===== config.mk =====
export PLATFORM = sky130hd
export DESIGN_NAME = sync_fifo_top
export DESIGN_NICKNAME = d
export VERILOG_FILES = /design/src/logic/fifo_pkg.sv /design/src/logic/fifo_ram_if.sv /design/src/logic/fifo_ctrl.sv /design/src/logic/ecc_ram.sv /design/src/logic/sync_fifo_top.sv
export VERILOG_INCLUDE_DIRS = /design/src /design/src/logic
export SDC_FILE = /design/constraint.sdc
export NUM_CORES = 1
export LEC_CHECK = 0
export BUFFER_PORTS_ARGS = -buffer_cell sky130_fd_sc_hd__buf_2
export CAP_MARGIN = 10
export CORE_ASPECT_RATIO = 0.8
export CORE_MARGIN = 3
export CORE_UTILIZATION = 47
export CTS_CLUSTER_DIAMETER = 80
export DETAILED_ROUTE_END_ITERATION = 8
export PLACE_DENSITY = 0.63
export SKIP_CTS_REPAIR_TIMING = 1
export SLEW_MARGIN = 20
export SYNTH_ARGS = -nofsm -noshare
export SYNTH_HDL_FRONTEND = slang
export SYNTH_HIERARCHICAL = 1
export SYNTH_SLANG_ARGS = --single-unit
export TNS_END_PERCENT = 10

===== constraint.sdc =====
create_clock -name clk -period 8.01 [get_ports clk]
set_input_delay 0.4005 -clock clk [delete_from_list [all_inputs] [get_ports clk]]
set_output_delay 0.4005 -clock clk [all_outputs]
set_load 0.01 [all_outputs]

===== src/logic/fifo_defines.svh =====
`ifndef FIFO_DEFINES_SVH
`define FIFO_DEFINES_SVH

// ---------------------------------------------------------------------------
// geometry
// ---------------------------------------------------------------------------
`define FIFO_DATA_W     32    // payload word
`define FIFO_ADDR_W     4     // ram address bits
`define FIFO_DEPTH      16    // entries, 2**FIFO_ADDR_W
`define FIFO_CODE_W     39    // 32 data + 6 hamming + 1 overall parity

// ---------------------------------------------------------------------------
// timing and thresholds
// ---------------------------------------------------------------------------
`define FIFO_RD_STAGES  2     // read latency in cycles
`define FIFO_PE_ASSERT  4     // prog_empty sets at or below
`define FIFO_PE_NEGATE  6     // prog_empty clears above

`endif


===== src/logic/fifo_pkg.sv =====
`default_nettype none

`include "fifo_defines.svh"

package fifo_pkg;

    // -----------------------------------------------------------------------
    // datapath types
    // -----------------------------------------------------------------------
    typedef logic [`FIFO_DATA_W-1:0] data_t;     // one payload word
    typedef logic [`FIFO_CODE_W-1:0] code_t;     // stored secded word
    typedef logic [`FIFO_ADDR_W-1:0] addr_t;     // ram index
    typedef logic [`FIFO_ADDR_W:0]   count_t;    // 0..depth, one extra bit

    // -----------------------------------------------------------------------
    // opcodes and states
    // -----------------------------------------------------------------------
    // error injection applied to the written codeword
    typedef enum logic [1:0] {
        INJ_NONE   = 2'd0,    // store clean code
        INJ_SINGLE = 2'd1,    // flip code bit 3
        INJ_DOUBLE = 2'd2     // flip code bits 3 and 17
    } inj_mode_e;

    // occupancy class, drives empty and full directly
    typedef enum logic [1:0] {
        FILL_EMPTY   = 2'd0,  // nothing stored
        FILL_PARTIAL = 2'd1,  // somewhere in between
        FILL_FULL    = 2'd2   // all entries used
    } fill_state_e;

endpackage

`default_nettype wire


===== src/logic/fifo_ram_if.sv =====
`default_nettype none

// write and read port of the fifo storage, no handshake
interface fifo_ram_if;

    logic            wen;      // store wdata at waddr this edge
    fifo_pkg::addr_t waddr;    // write slot
    fifo_pkg::data_t wdata;    // raw payload, encoded inside the ram
    logic            ren;      // launch read of raddr this edge
    fifo_pkg::addr_t raddr;    // read slot

    // controller side owns every signal
    modport ctrl (
        output wen,
        output waddr,
        output wdata,
        output ren,
        output raddr
    );

    // storage side only listens
    modport ram (
        input  wen,
        input  waddr,
        input  wdata,
        input  ren,
        input  raddr
    );

endinterface

`default_nettype wire


===== src/logic/fifo_ctrl.sv =====
`default_nettype none

`include "fifo_defines.svh"

module fifo_ctrl (
    input  logic             clk,
    input  logic             rst_n,
    input  logic             wr_en,                 // producer write request
    input  fifo_pkg::data_t  wr_data,               // payload routed to the ram
    input  logic             rd_en,                 // consumer read request
    input  fifo_pkg::count_t prog_full_assert_cfg,  // prog_full set level
    input  fifo_pkg::count_t prog_full_negate_cfg,  // prog_full clear level
    fifo_ram_if.ctrl         ram,
    output logic             empty,
    output logic             full,
    output logic             prog_empty,
    output logic             prog_full,
    output logic             ovf_int,               // one cycle pulse on write while full
    output logic             udf_int                // one cycle pulse on read while empty
);

    localparam fifo_pkg::count_t DEPTH     = fifo_pkg::count_t'(`FIFO_DEPTH);
    localparam fifo_pkg::addr_t  LAST_ADDR = fifo_pkg::addr_t'(`FIFO_DEPTH - 1);
    localparam fifo_pkg::count_t PE_ASSERT = fifo_pkg::count_t'(`FIFO_PE_ASSERT);
    localparam fifo_pkg::count_t PE_NEGATE = fifo_pkg::count_t'(`FIFO_PE_NEGATE);

    fifo_pkg::addr_t       wr_ptr;          // next slot to write
    fifo_pkg::addr_t       rd_ptr;          // next slot to read
    fifo_pkg::count_t      count;           // current occupancy
    fifo_pkg::count_t      count_nxt;       // occupancy after this edge
    fifo_pkg::fill_state_e state;
    fifo_pkg::fill_state_e state_nxt;
    logic                  wen;             // accepted write
    logic                  ren;             // accepted read
    logic                  prog_full_nxt;
    logic                  prog_empty_nxt;

    // ---------------------------------------------------------------------------
    // guarded enables and ram port
    // ---------------------------------------------------------------------------
    assign wen = wr_en && !full;            // drop writes when full
    assign ren = rd_en && !empty;           // ignore reads when empty

    assign ram.wen   = wen;
    assign ram.waddr = wr_ptr;
    assign ram.wdata = wr_data;
    assign ram.ren   = ren;
    assign ram.raddr = rd_ptr;

    always_ff @(posedge clk or negedge rst_n)
    begin
        if (!rst_n)
        begin
            wr_ptr <= '0;
            rd_ptr <= '0;
        end
        else
        begin
            if (wen)
                wr_ptr <= (wr_ptr == LAST_ADDR) ? '0 : wr_ptr + 1'b1;  // wrap at depth
            if (ren)
                rd_ptr <= (rd_ptr == LAST_ADDR) ? '0 : rd_ptr + 1'b1;
        end
    end

    // ---------------------------------------------------------------------------
    // next occupancy and flags all derived from count_nxt
    // ---------------------------------------------------------------------------
    always_comb
    begin
        case ({wen, ren})
            2'b10:   count_nxt = count + 1'b1;
            2'b01:   count_nxt = count - 1'b1;
            default: count_nxt = count;     // idle or simultaneous
        endcase
    end

    always_comb
    begin
        if (count_nxt == '0)
            state_nxt = fifo_pkg::FILL_EMPTY;
        else if (count_nxt == DEPTH)
            state_nxt = fifo_pkg::FILL_FULL;
        else
            state_nxt = fifo_pkg::FILL_PARTIAL;
    end

    always_comb
    begin
        prog_full_nxt  = prog_full;         // hold inside the band
        prog_empty_nxt = prog_empty;
        if (!prog_full && (count_nxt >= prog_full_assert_cfg))
            prog_full_nxt = 1'b1;
        else if (prog_full && (count_nxt < prog_full_negate_cfg))
            prog_full_nxt = 1'b0;
        if (!prog_empty && (count_nxt <= PE_ASSERT))
            prog_empty_nxt = 1'b1;
        else if (prog_empty && (count_nxt > PE_NEGATE))
            prog_empty_nxt = 1'b0;
    end

    always_ff @(posedge clk or negedge rst_n)
    begin
        if (!rst_n)
        begin
            count      <= '0;
            state      <= fifo_pkg::FILL_EMPTY;
            prog_full  <= 1'b0;
            prog_empty <= 1'b1;
            ovf_int    <= 1'b0;
            udf_int    <= 1'b0;
        end
        else
        begin
            count      <= count_nxt;
            state      <= state_nxt;
            prog_full  <= prog_full_nxt;
            prog_empty <= prog_empty_nxt;
            ovf_int    <= wr_en && full;    // rejected write
            udf_int    <= rd_en && empty;   // rejected read
        end
    end

    assign empty = (state == fifo_pkg::FILL_EMPTY);
    assign full  = (state == fifo_pkg::FILL_FULL);

    // ---------------------------------------------------------------------------
    // checks
    // ---------------------------------------------------------------------------
    a_count_bound: assert property (@(posedge clk) disable iff (!rst_n)
        count <= DEPTH);
    a_ram_guard: assert property (@(posedge clk) disable iff (!rst_n)
        !(ram.wen && full) && !(ram.ren && empty));

endmodule

`default_nettype wire


===== src/logic/ecc_ram.sv =====
`default_nettype none

`include "fifo_defines.svh"

module ecc_ram (
    input  logic                clk,
    input  logic                rst_n,
    input  fifo_pkg::inj_mode_e inj_mode,     // corrupt the word being written
    fifo_ram_if.ram             ram,
    output fifo_pkg::data_t     rd_data,
    output logic                rd_valid,
    output logic                single_err,   // corrected flip on this word
    output logic                double_err    // uncorrectable so data untrusted
);

    localparam int CODE_W    = `FIFO_CODE_W;
    localparam int HAM_W     = `FIFO_CODE_W - `FIFO_DATA_W - 1;  // check bits
    localparam int STAGES    = `FIFO_RD_STAGES;
    localparam int INJ_BIT_A = 3;
    localparam int INJ_BIT_B = 17;

    // ---------------------------------------------------------------------------
    // secded helpers with overall parity in bit 0 and hamming positions 1..38
    // ---------------------------------------------------------------------------
    function automatic fifo_pkg::code_t ecc_encode(input fifo_pkg::data_t d);
        fifo_pkg::code_t c;
        int              j;
        c = '0;
        j = 0;
        for (int p = 1; p < CODE_W; p++)
        begin
            if ((p & (p - 1)) != 0)         // data on non power of two slots
            begin
                c[p] = d[j];
                j++;
            end
        end
        for (int k = 0; k < HAM_W; k++)
        begin
            for (int p = 1; p < CODE_W; p++)
            begin
                if ((((p >> k) & 1) != 0) && (p != (1 << k)))
                    c[1 << k] = c[1 << k] ^ c[p];
            end
        end
        c[0] = ^c[CODE_W-1:1];              // even parity over whole word
        return c;
    endfunction

    function automatic logic [HAM_W-1:0] ecc_syndrome(input fifo_pkg::code_t c);
        logic [HAM_W-1:0] s;
        s = '0;
        for (int k = 0; k < HAM_W; k++)
        begin
            for (int p = 1; p < CODE_W; p++)
            begin
                if (((p >> k) & 1) != 0)
                    s[k] = s[k] ^ c[p];
            end
        end
        return s;                           // position of a single flip
    endfunction

    function automatic fifo_pkg::data_t ecc_extract(input fifo_pkg::code_t c);
        fifo_pkg::data_t d;
        int              j;
        d = '0;
        j = 0;
        for (int p = 1; p < CODE_W; p++)
        begin
            if ((p & (p - 1)) != 0)
            begin
                d[j] = c[p];
                j++;
            end
        end
        return d;
    endfunction

    fifo_pkg::code_t   mem [`FIFO_DEPTH];   // storage array
    fifo_pkg::code_t   inj_mask;
    fifo_pkg::code_t   wr_code;             // encoded and possibly corrupted
    fifo_pkg::code_t   s1_code;             // stage 1 raw codeword
    fifo_pkg::code_t   fixed_code;          // stage 2 after correction
    logic [STAGES-1:0] vld_pipe;
    logic [HAM_W-1:0]  syndrome;
    logic              parity_odd;
    logic              is_single;
    logic              is_double;

    // ---------------------------------------------------------------------------
    // write side
    // ---------------------------------------------------------------------------
    always_comb
    begin
        inj_mask = '0;
        case (inj_mode)
            fifo_pkg::INJ_SINGLE: inj_mask[INJ_BIT_A] = 1'b1;
            fifo_pkg::INJ_DOUBLE:
            begin
                inj_mask[INJ_BIT_A] = 1'b1;
                inj_mask[INJ_BIT_B] = 1'b1;
            end
            default: inj_mask = '0;
        endcase
    end

    assign wr_code = ecc_encode(ram.wdata) ^ inj_mask;

    always_ff @(posedge clk)
    begin
        if (ram.wen)
            mem[ram.waddr] <= wr_code;
        if (ram.ren)
            s1_code <= mem[ram.raddr];      // stage 1
    end

    // ---------------------------------------------------------------------------
    // read side decode, stage 2
    // ---------------------------------------------------------------------------
    always_comb
    begin
        syndrome   = ecc_syndrome(s1_code);
        parity_odd = ^s1_code;
        fixed_code = s1_code;
        // odd parity with syndrome 0 means the parity bit itself flipped
        is_single  = parity_odd && (int'(syndrome) < CODE_W);
        is_double  = (!parity_odd && (syndrome != '0)) || (parity_odd && !is_single);
        if (is_single && (syndrome != '0))
            fixed_code[syndrome] = ~s1_code[syndrome];
    end

    always_ff @(posedge clk or negedge rst_n)
    begin
        if (!rst_n)
        begin
            vld_pipe   <= '0;
            single_err <= 1'b0;
            double_err <= 1'b0;
        end
        else
        begin
            vld_pipe   <= {vld_pipe[STAGES-2:0], ram.ren};
            single_err <= vld_pipe[0] && is_single;
            double_err <= vld_pipe[0] && is_double;
        end
    end

    always_ff @(posedge clk)
    begin
        if (vld_pipe[0])
            rd_data <= ecc_extract(fixed_code);
    end

    assign rd_valid = vld_pipe[STAGES-1];

    // ---------------------------------------------------------------------------
    // checks
    // ---------------------------------------------------------------------------
    a_err_class: assert property (@(posedge clk) disable iff (!rst_n)
        (single_err || double_err) |-> (rd_valid && !(single_err && double_err)));

endmodule

`default_nettype wire


===== src/logic/sync_fifo_top.sv =====
`default_nettype none

module sync_fifo_top (
    input  logic                clk,
    input  logic                rst_n,
    input  logic                wr_en,
    input  fifo_pkg::data_t     wr_data,
    input  logic                rd_en,
    input  fifo_pkg::inj_mode_e inj_mode,
    input  fifo_pkg::count_t    prog_full_assert_cfg,
    input  fifo_pkg::count_t    prog_full_negate_cfg,
    output fifo_pkg::data_t     rd_data,
    output logic                rd_valid,
    output logic                empty,
    output logic                full,
    output logic                prog_empty,
    output logic                prog_full,
    output logic                ovf_int,
    output logic                udf_int,
    output logic                single_err,
    output logic                double_err
);

    fifo_ram_if u_ram_if ();                // ctrl to storage port

    // pointers, count and flags
    fifo_ctrl u_ctrl (
        .clk                  (clk),
        .rst_n                (rst_n),
        .wr_en                (wr_en),
        .wr_data              (wr_data),
        .rd_en                (rd_en),
        .prog_full_assert_cfg (prog_full_assert_cfg),
        .prog_full_negate_cfg (prog_full_negate_cfg),
        .ram                  (u_ram_if),
        .empty                (empty),
        .full                 (full),
        .prog_empty           (prog_empty),
        .prog_full            (prog_full),
        .ovf_int              (ovf_int),
        .udf_int              (udf_int)
    );

    // secded storage with two stage read
    ecc_ram u_ram (
        .clk        (clk),
        .rst_n      (rst_n),
        .inj_mode   (inj_mode),
        .ram        (u_ram_if),
        .rd_data    (rd_data),
        .rd_valid   (rd_valid),
        .single_err (single_err),
        .double_err (double_err)
    );

endmodule

`default_nettype wire


==> summary.md, run 1 <==
| Metric | Value |
|---|---|
| Crit end category | `flip-flop` |
| Mapped cell area | `29,500 um2` |
| Post-synthesis cell count | `1,411` |
| Global route total overflow | `0` |
| Mapped Nets | `1,470` |
| Least-Margin Pin Slew | `1.04 ns` |
| Fin. Hold Viols | `0` |
| Status | `finished, final reports clean` |
| FP Rows | `81` |
| Most frequent cells after synthesis | `edfxtp_1 (695), mux4_2 (199), xnor2_1 (111), clkbuf_1 (36), buf_4 (33)` |
| Beginning of the worst hold path | `wr_en` |
| Clock tree buffer depth | `3` |
| Hold path depth | `2` |
| Hold Path Sink | `u_ctrl/ovf_int$_DFF_PN0_` |
| Clock slew at reported path FFs | `0.06 ns` |
| RSZ-0062 raised after global routing | `no` |
| Syn. warnings | `6` |
| Htree depth | `3` |
| Die height | `230 um` |
| Full die area | `65,900 um2` |
| FILL cells | `4,781` |
| Normalized max-slew margin | `0.307` |
| CTS Sinks | `718` |
| Synth top area cells | `edfxtp_1 (71%), mux4_2 (15%), xnor2_1 (3.3%)` |
| CP Max Fanout | `26` |
| Hold_ws | `0.0658 ns` |
| Crit path launch | `u_ram/s1_code[11]$_DFFE_PP_` |
| Final Wtd Congestion | `0.855` |
| Wire length per cell | `27.5 um` |
| Total wire length | `65.9 mm` |
| Ys flop type | `edfxtp_1` |
| Worst hold path class | `in -> reg` |
| Yosys top cell area share | `0.706` |
| CP Class | `reg -> reg` |
| DR iter-0 viols | `1,481` |
| Worst-Skew Late Latency | `0.62 ns` |
| Crit path time final | `3.86 ns` |
| Count leader, synth | `edfxtp_1` |
| CTS tree | `built` |
| Core Area | `61,600 um2` |
| Syn Area/Cell | `20.9 um2` |
| Antenna viol nets, final | `0` |
| Post-DP HPWL | `36.1 mm` |
| Ports | `89` |
| Final Max Tran Viols | `0` |
| Largest net degree at the start of global routing | `83` |
| Setup TNS | `0 ns` |
| Via Count | `14,100` |
| Residual DRC | `0` |
| Vias in the first global route | `14,400` |
| Worst R2R End | `u_ram/rd_data[31]$_DFFE_PP_` |
| Gr usage total | `0.204` |
| Post-route clock skew | `0.0328 ns` |
| Max-capacitance violation count | `0` |
| DR pass1 iterations | `5` |
| Initial antenna violation count | `5` |
| TritonCTS buffer count | `70` |
| Die Wd | `286 um` |
| Worst R2R Setup Slack | `4.15 ns` |
| Synth Register Bits | `718` |
| Port Buffer Count | `88` |
| Antenna diode instance count | `0` |
| R2r startpoint | `u_ram/s1_code[11]$_DFFE_PP_` |
| First-pass GRT wire length | `97.2 mm` |
| Period utilisation layout | `0.482` |
| Sequential element share of the synthesized area | `0.726` |
| Synth cell types | `73` |
| Fmax | `259 MHz` |
| FF-to-FF path depth | `8` |
| Setup violators final | `0` |
| Area Overhead vs Synth | `12.3%` |
| Post-synth top area cell | `edfxtp_1` |
| CP Launch Type | `flip-flop` |
| EDFF count, synth | `695` |
| Starting density of the core | `0.479` |
| Layout cell share with drive strength beyond 1 | `0.304` |
| Fin nets | `1,572` |
| Post-synth ARST share | `0.0320` |
| Worst Path Required | `8.34 ns` |
| Vias per cell | `5.89` |
| Crit path arrival time | `4.20 ns` |
| Root buf cell | `clkbuf_16` |
## flip-flops by register name (all words and copies together) (netlist names)
name	flops
u_ram/rd_data	32
u_ctrl/prog_full	1
u_ctrl/count	5
u_ram/single_err	1
u_ctrl/prog_empty	1
u_ram/mem	624
u_ram/s1_code	39
u_ctrl/udf_int	1
u_ctrl/ram.raddr	4
u_ctrl/ovf_int	1
u_ctrl/state	2
u_ram/vld_pipe	2
u_ram/double_err	1
u_ctrl/ram.waddr	4
## worst max-delay path, stage by stage, from the launching register on
cell and delay [ns]:
edfxtp_1 0.47, xnor2_1 0.22, xnor3_2 0.51, xnor3_2 0.46
xor2_4 0.59, nor3_2 0.14, or3_1 0.55, nor3_1 0.26
mux2_2 0.37
## cells in the final DEF (no fill, tap or decap), types with 18 or more instances in the layout
master,count
buf_2,88
buf_4,27
clkbuf_16,70
dfrtp_1,18
edfxtp_1,695
inv_1,18
mux4_2,199
nand2_1,31
o21ai_0,20
xnor2_1,107
xor2_1,22
## layout make-up
cell class | count | area (um2) | share of cell area
sequential | 718 | 21500 | 0.647
multi-input combinational | 585 | 7690 | 0.232
clock buffer | 86 | 1810 | 0.0546
tap | 830 | 1040 | 0.0313
timing repair buffer | 117 | 673 | 0.0203
clock inverter | 40 | 413 | 0.0124
inverter | 21 | 82.6 | 0.00249
## worst max path at each step
stage / to / slack [ns] / cells past startpoint
after floorplan: u_ram/mem[0][0]$_DFFE_PP_ / 3.54 / 5
after global placement: u_ram/rd_data[29]$_DFFE_PP_ / 4.24 / 8
after detailed placement: u_ram/rd_data[31]$_DFFE_PP_ / 4.16 / 8
after CTS: u_ram/rd_data[31]$_DFFE_PP_ / 4.13 / 8
after global routing: u_ram/rd_data[31]$_DFFE_PP_ / 3.95 / 8
final: u_ram/rd_data[31]$_DFFE_PP_ / 4.15 / 8
## metrics by stage
stage                     worst slack (ns)   util  area, um2  instances
after floorplan                       3.54      -      29500       1411
after global placement                4.24  0.501      30900       2270
after detailed placement              4.16  0.501      30900       2270
after CTS                             4.13  0.538      33100       2396
after global routing                  3.95  0.538      33200       2397
final                                 4.15  0.538      33200       2397
## layer usage
layer	GRT usage	share of wire	vias to the layer above
li1	-	-	5967
met1	0.300	0.43	7506
met2	0.312	0.46	540
met3	0.0487	0.083	104
met4	0.0459	0.020	6
met5	0	0.00068	-
## kinds of logic (layout without fill, tap and decap cells)
family                   after synthesis  in the layout  synth area share
buffers and inverters                108            264            0.0189
flip-flops                           718            718             0.726
adder cells (fa/ha/maj)               12             12           0.00500
multiplexers                         219            219             0.160
XOR/XNOR                             146            146            0.0485
AO/OA/AOI/OAI                         84             84            0.0202
AND/OR/NAND/NOR                      124            124            0.0218
Power of run 1 is left out: the tool's default activity adds up to more than one toggle a clock period on the data nets, which glitch-free logic cannot reach.
==> run 2: changes to the inputs <==
Clock period 8.01 ns to 3.8 ns, I/O delays scaled along.
==> run 2 against run 1 <==
  * The flow now finishes with violations (negative hold slack)
  * Die area did not move
  * Design area rose by 1.7%
  * Core utilization rose by 0.91 points
==> summary.md, run 2 (same netlist as run 1, synthesis figures left out) <==
| Metric | Value |
|---|---|
| TritonCTS buffer count | `71 (+1.4%)` |
| CTS tree | `built` |
| Vias per cell | `5.81 (-1.4%)` |
| Max incr delay on CP | `0.57 ns (-0.02 ns)` |
| Commonest non-fill, non-tap cells in the layout | `edfxtp_1 (695), mux4_2 (199), xnor2_1 (106)` |
| CTS Sinks | `718 (unchanged)` |
| Least-Margin Pin Slew | `0.860 ns (-0.176 ns)` |
| DR iter-0 viols | `1,265 (-15%)` |
| CP Launch Type | `flip-flop` |
| Period utilisation layout | `0.913 (+0.430)` |
| Worst Path Buf+Inv | `1 (+1)` |
| Slowest-stage cell, CP | `a211oi_2` |
| First-pass GRT wire length | `97.1 mm (about the same)` |
| Global route total overflow | `0 (unchanged)` |
| CP top delay family | `XOR/XNOR gates` |
| Die Wd | `286 um (unchanged)` |
| Failing checks | `negative hold slack` |
| Placed cell area | `31,200 um2 (+1.0%)` |
| Core Area | `61,600 um2 (unchanged)` |
| Hold_ws | `-0.000827 ns (-0.0666 ns)` |
| Layout cell share with drive strength beyond 1 | `0.311 (+0.00729)` |
| Fin. Hold Viols | `3 (+3)` |
| Port Buffer Count | `88 (unchanged)` |
| Residual DRC | `0 (unchanged)` |
| Initial antenna violation count | `3 (-2)` |
| Starting density of the core | `0.479 (unchanged)` |
| Fin nets | `1,610 (+2.4%)` |
| Die height | `230 um (unchanged)` |
| Vias in the first global route | `14,300 (-0.68%)` |
| Total wire length | `65.3 mm (-0.96%)` |
| Antenna viol nets, final | `0 (unchanged)` |
| Gr usage total | `0.203 (-0.000691)` |
| CP Class | `reg -> reg` |
| Cell mode on critical path | `xnor3_2` |
| Crit end category | `flip-flop` |
| DR pass1 iterations | `5 (unchanged)` |
| Area Overhead vs Synth | `14.2%` |
| Via Count | `14,100 (+0.13%)` |
| CP cell instances | `xnor2_1, xnor3_2, xnor3_2, xor2_4, buf_4, mux2_2, o221ai_1, a211oi_2, o31ai_1` |
| Commonest non-fill, non-tap cell in the layout | `edfxtp_1` |
| Worst-Skew Late Latency | `0.62 ns (about the same)` |
| Final Util | `0.547 (+0.00912)` |
| Fmax | `288 MHz (+11%)` |
| Clock tree buffer depth | `3 (unchanged)` |
| Post-route clock skew | `0.0324 ns (-0.000448 ns)` |
| Max FFs per register | `624 (unchanged)` |
| Crit path time final | `3.47 ns (-0.396 ns)` |
| Wire length per cell | `26.8 um (-2.5%)` |
| Worst hold path class | `in -> reg` |
| FP Rows | `81 (unchanged)` |
| Htree depth | `3 (unchanged)` |
| Normalized max-slew margin | `0.427 (+0.120)` |
| Fin area | `33,700 um2 (+1.7%)` |
| Biggest registers after layout | `u_ram/mem (624), u_ram/s1_code (39), u_ram/rd_data (32)` |
| Post-DP HPWL | `38.0 mm (+5.1%)` |
| Ports | `89 (unchanged)` |
| Full die area | `65,900 um2 (unchanged)` |
| Reg with most FFs | `u_ram/mem` |
| CP Max Fanout | `25 (-3.8%)` |
| Root buf cell | `clkbuf_16` |
| RSZ-0062 raised after global routing | `no` |
| Worst Path Required | `4.11 ns (-4.23 ns)` |
| Setup TNS | `0 ns (unchanged)` |
| Status | `complete, but fails checks` |
| Final Max Tran Viols | `0 (unchanged)` |
| Crit path arrival time | `3.78 ns (-0.42 ns)` |
| Final Wtd Congestion | `0.859 (+0.55%)` |
| Setup violators final | `0 (unchanged)` |
| Max-capacitance violation count | `0 (unchanged)` |
| Largest net degree at the start of global routing | `52 (-37%)` |
| Clock slew at reported path FFs | `0.06 ns (about the same)` |
[run 2: area by class of cell]
| class | instances | area (um2) |
|---|---|---|
| Fill cell | 4729 | 27900 |
| Sequential cell | 718 | 21500 |
| Multi-Input combinational cell | 585 | 7700 |
| Clock buffer | 85 | 1870 |
| Timing Repair Buffer | 154 | 1200 |
| Tap cell | 830 | 1040 |
| Clock inverter | 38 | 367 |
| Inverter | 21 | 81.3 |
| Antenna cell | 3 | 7.51 |
[run 2: worst paths after layout]
path / slack, ns / cells past startpoint / from / end
setup / recovery: 0.33 / 9 / u_ram/s1_code[11]$_DFFE_PP_ / u_ram/rd_data[18]$_DFFE_PP_
hold / removal: -0.0008 / 1 / wr_data[5] / u_ram/mem[3][10]$_DFFE_PP_
setup reg to reg: 0.33 / 9 / u_ram/s1_code[11]$_DFFE_PP_ / u_ram/rd_data[18]$_DFFE_PP_
hold reg to reg: 0.52 / 1 / u_ctrl/prog_full$_DFFE_PN0P_ / u_ctrl/prog_full$_DFFE_PN0P_
max in group asynchronous: 3.23 / 2 / rst_n / u_ctrl/ram.raddr[0]$_DFFE_PN0P_
min in group asynchronous: 0.13 / 2 / rst_n / u_ctrl/ovf_int$_DFF_PN0_
[run 2: stage by stage]
stage,setup WS (ns),hold WS [ns],cells
after floorplan,-0.329,-0.106,1411
after global placement,0.376,0.212,2285
after detailed placement,0.290,0.227,2285
after CTS,0.278,-0.424,2408
after global routing,0.0565,-0.00295,2433
final,0.331,-0.000827,2434
[run 2: routing by layer]
layer | wire [um] | global-route usage
met1 | 30300 | 0.307
met2 | 30400 | 0.311
met3 | 3600 | 0.0409
met4 | 976 | 0.0404
met5 | 7 | 0
Power of run 2 is left out for the same reason.
==> run 3: changes to the inputs <==
Clock period 3.8 ns to 4.1 ns, I/O delays scaled along.
==> run 3 against run 2 <==
  * The flow now finishes without violations
  * Largest cell class unchanged
  * Die area unchanged
  * Count of clock-buffer cells in the layout increased by 7
  * Register-to-register slack improved by 0.11 ns
  * Core utilization decreased by 0.40 points
  * Hold slack improved by 0.0093 ns
  * Non-clock buffer count decreased by 12
  * Clock skew decreased by 0.0027 ns
  * Flip-flop and latch count unchanged
  * Design area decreased by 0.74%
  * Fmax decreased by 5.2%
==> summary.md, run 3 (same netlist as run 1, synthesis figures left out) <==
| Metric | Value |
|---|---|
| Fin nets | `1,597 (-0.81%)` |
| Layout cell share with drive strength beyond 1 | `0.308 (-0.00327)` |
| Setup violators final | `0 (unchanged)` |
| Total wire length | `67.6 mm (+3.5%)` |
| Full die area | `65,900 um2 (unchanged)` |
| Largest net degree at the start of global routing | `48 (-7.7%)` |
| Worst Path Required | `4.44 ns (+0.33 ns)` |
| Gr usage total | `0.209 (+0.00624)` |
| RSZ-0062 raised after global routing | `no` |
| CP Class | `reg -> reg` |
| CP Max Fanout | `16 (-36%)` |
| Hold_ws | `0.00844 ns (+0.00927 ns)` |
| Initial antenna violation count | `10 (+7)` |
| Worst-Skew Late Latency | `0.63 ns (about the same)` |
| Commonest non-fill, non-tap cell in the layout | `edfxtp_1` |
| Clock slew at reported path FFs | `0.06 ns (about the same)` |
| Final Util | `0.543 (-0.00404)` |
| Core Area | `61,600 um2 (unchanged)` |
| Post-DP HPWL | `37.8 mm (-0.41%)` |
| Area Overhead vs Synth | `13.3%` |
| Vias per cell | `5.84 (+0.52%)` |
| DR pass1 iterations | `5 (unchanged)` |
| Normalized max-slew margin | `0.331 (-0.0960)` |
| FP Rows | `81 (unchanged)` |
| DR iter-0 viols | `1,406 (+11%)` |
| Clock tree buffer depth | `3 (unchanged)` |
| FILL cells | `4,707 (-0.47%)` |
| First-pass GRT wire length | `99.1 mm (+2.1%)` |
| Commonest non-fill, non-tap cells in the layout | `edfxtp_1 (695), mux4_2 (199), xnor2_1 (107)` |
| Port Buffer Count | `88 (unchanged)` |
| Dpl cells | `2,284 (-0.044%)` |
| Wire length per cell | `27.9 um (+4.0%)` |
| Final Non-Filler Cells | `2,424 (-0.41%)` |
| Die Wd | `286 um (unchanged)` |
| Reg with most FFs | `u_ram/mem` |
| Global route total overflow | `0 (unchanged)` |
| Final Wtd Congestion | `0.860 (about the same)` |
| Setup TNS | `0 ns (unchanged)` |
| Htree depth | `3 (unchanged)` |
| Final Max Tran Viols | `0 (unchanged)` |
| Least-Margin Pin Slew | `1.00 ns (+0.144 ns)` |
| Root buf cell | `clkbuf_16` |
| Ports | `89 (unchanged)` |
| CTS tree | `built` |
| Period utilisation layout | `0.893 (-0.0200)` |
| Antenna viol nets, final | `0 (unchanged)` |
| CTS Sinks | `718 (unchanged)` |
| Die height | `230 um (unchanged)` |
| Post-route clock skew | `0.0297 ns (-0.00266 ns)` |
| Starting density of the core | `0.479 (unchanged)` |
| TritonCTS buffer count | `70 (-1.4%)` |
| Crit end category | `flip-flop` |
| Worst hold path class | `in -> reg` |
| Status | `finished, final reports clean` |
| CP Launch Type | `flip-flop` |
| Vias in the first global route | `14,400 (+0.48%)` |
| Max-capacitance violation count | `0 (unchanged)` |
| Crit path arrival time | `4.00 ns (+0.22 ns)` |
| Crit path time final | `3.66 ns (+0.192 ns)` |
| Biggest registers after layout | `u_ram/mem (624), u_ram/s1_code (39), u_ram/rd_data (32)` |
| Via Count | `14,200 (+0.11%)` |
| Max FFs per register | `624 (unchanged)` |
| Fmax | `273 MHz (-5.2%)` |
| Residual DRC | `0 (unchanged)` |
| Fin. Hold Viols | `0 (-3)` |
-- run 3: stage by stage --
step           worst slack, ns  cell area, um2
2_1_floorplan          -0.0286           29500
3_3_place_gp             0.564           31100
3_5_place_dp             0.497           31100
4_1_cts                  0.463           33300
5_1_grt                  0.183           33500
6_report                 0.440           33500
-- run 3: path summary, 6_finish.rpt --
check | from | to | slack (ns) | depth (start not counted)
setup / recovery | u_ram/s1_code[11]$_DFFE_PP_ | u_ram/rd_data[29]$_DFFE_PP_ | 0.44 | 8
hold / removal | wr_data[2] | u_ram/mem[3][6]$_DFFE_PP_ | 0.008 | 1
setup reg to reg | u_ram/s1_code[11]$_DFFE_PP_ | u_ram/rd_data[29]$_DFFE_PP_ | 0.44 | 8
hold reg to reg | u_ctrl/prog_full$_DFFE_PN0P_ | u_ctrl/prog_full$_DFFE_PN0P_ | 0.53 | 1
max in group asynchronous | rst_n | u_ctrl/ram.raddr[1]$_DFFE_PN0P_ | 3.58 | 2
min in group asynchronous | rst_n | u_ctrl/ram.waddr[2]$_DFFE_PN0P_ | 0.12 | 2
-- run 3: routing by layer --
layer / global-route usage / wire (um) / vias up
li1: - / - / 6020
met1: 0.320 / 30800 / 7524
met2: 0.315 / 30900 / 516
met3: 0.0386 / 4700 / 92
met4: 0.0496 / 1160 / 4
met5: 0 / 21 / -
-- run 3: critical path, stage by stage, from the launching register on --
cell	delay, ns
edfxtp_1	0.48
xnor2_1	0.25
xnor3_2	0.50
xnor3_2	0.45
xor2_4	0.43
nor3_2	0.12
or3_1	0.53
nor3_1	0.26
mux2_2	0.37
-- run 3: layout make-up --
class	instances	area, um2	share of cell area
diodes	2	5.00	0.000149
inverters	21	81.3	0.00243
clock inverters	34	332	0.00990
clock buffers	92	1860	0.0554
repair buffers	142	1010	0.0303
multi-input cells	585	7690	0.230
well taps	830	1040	0.0310
flip-flops and latches	718	21500	0.641
Power of run 3 is left out for the same reason.
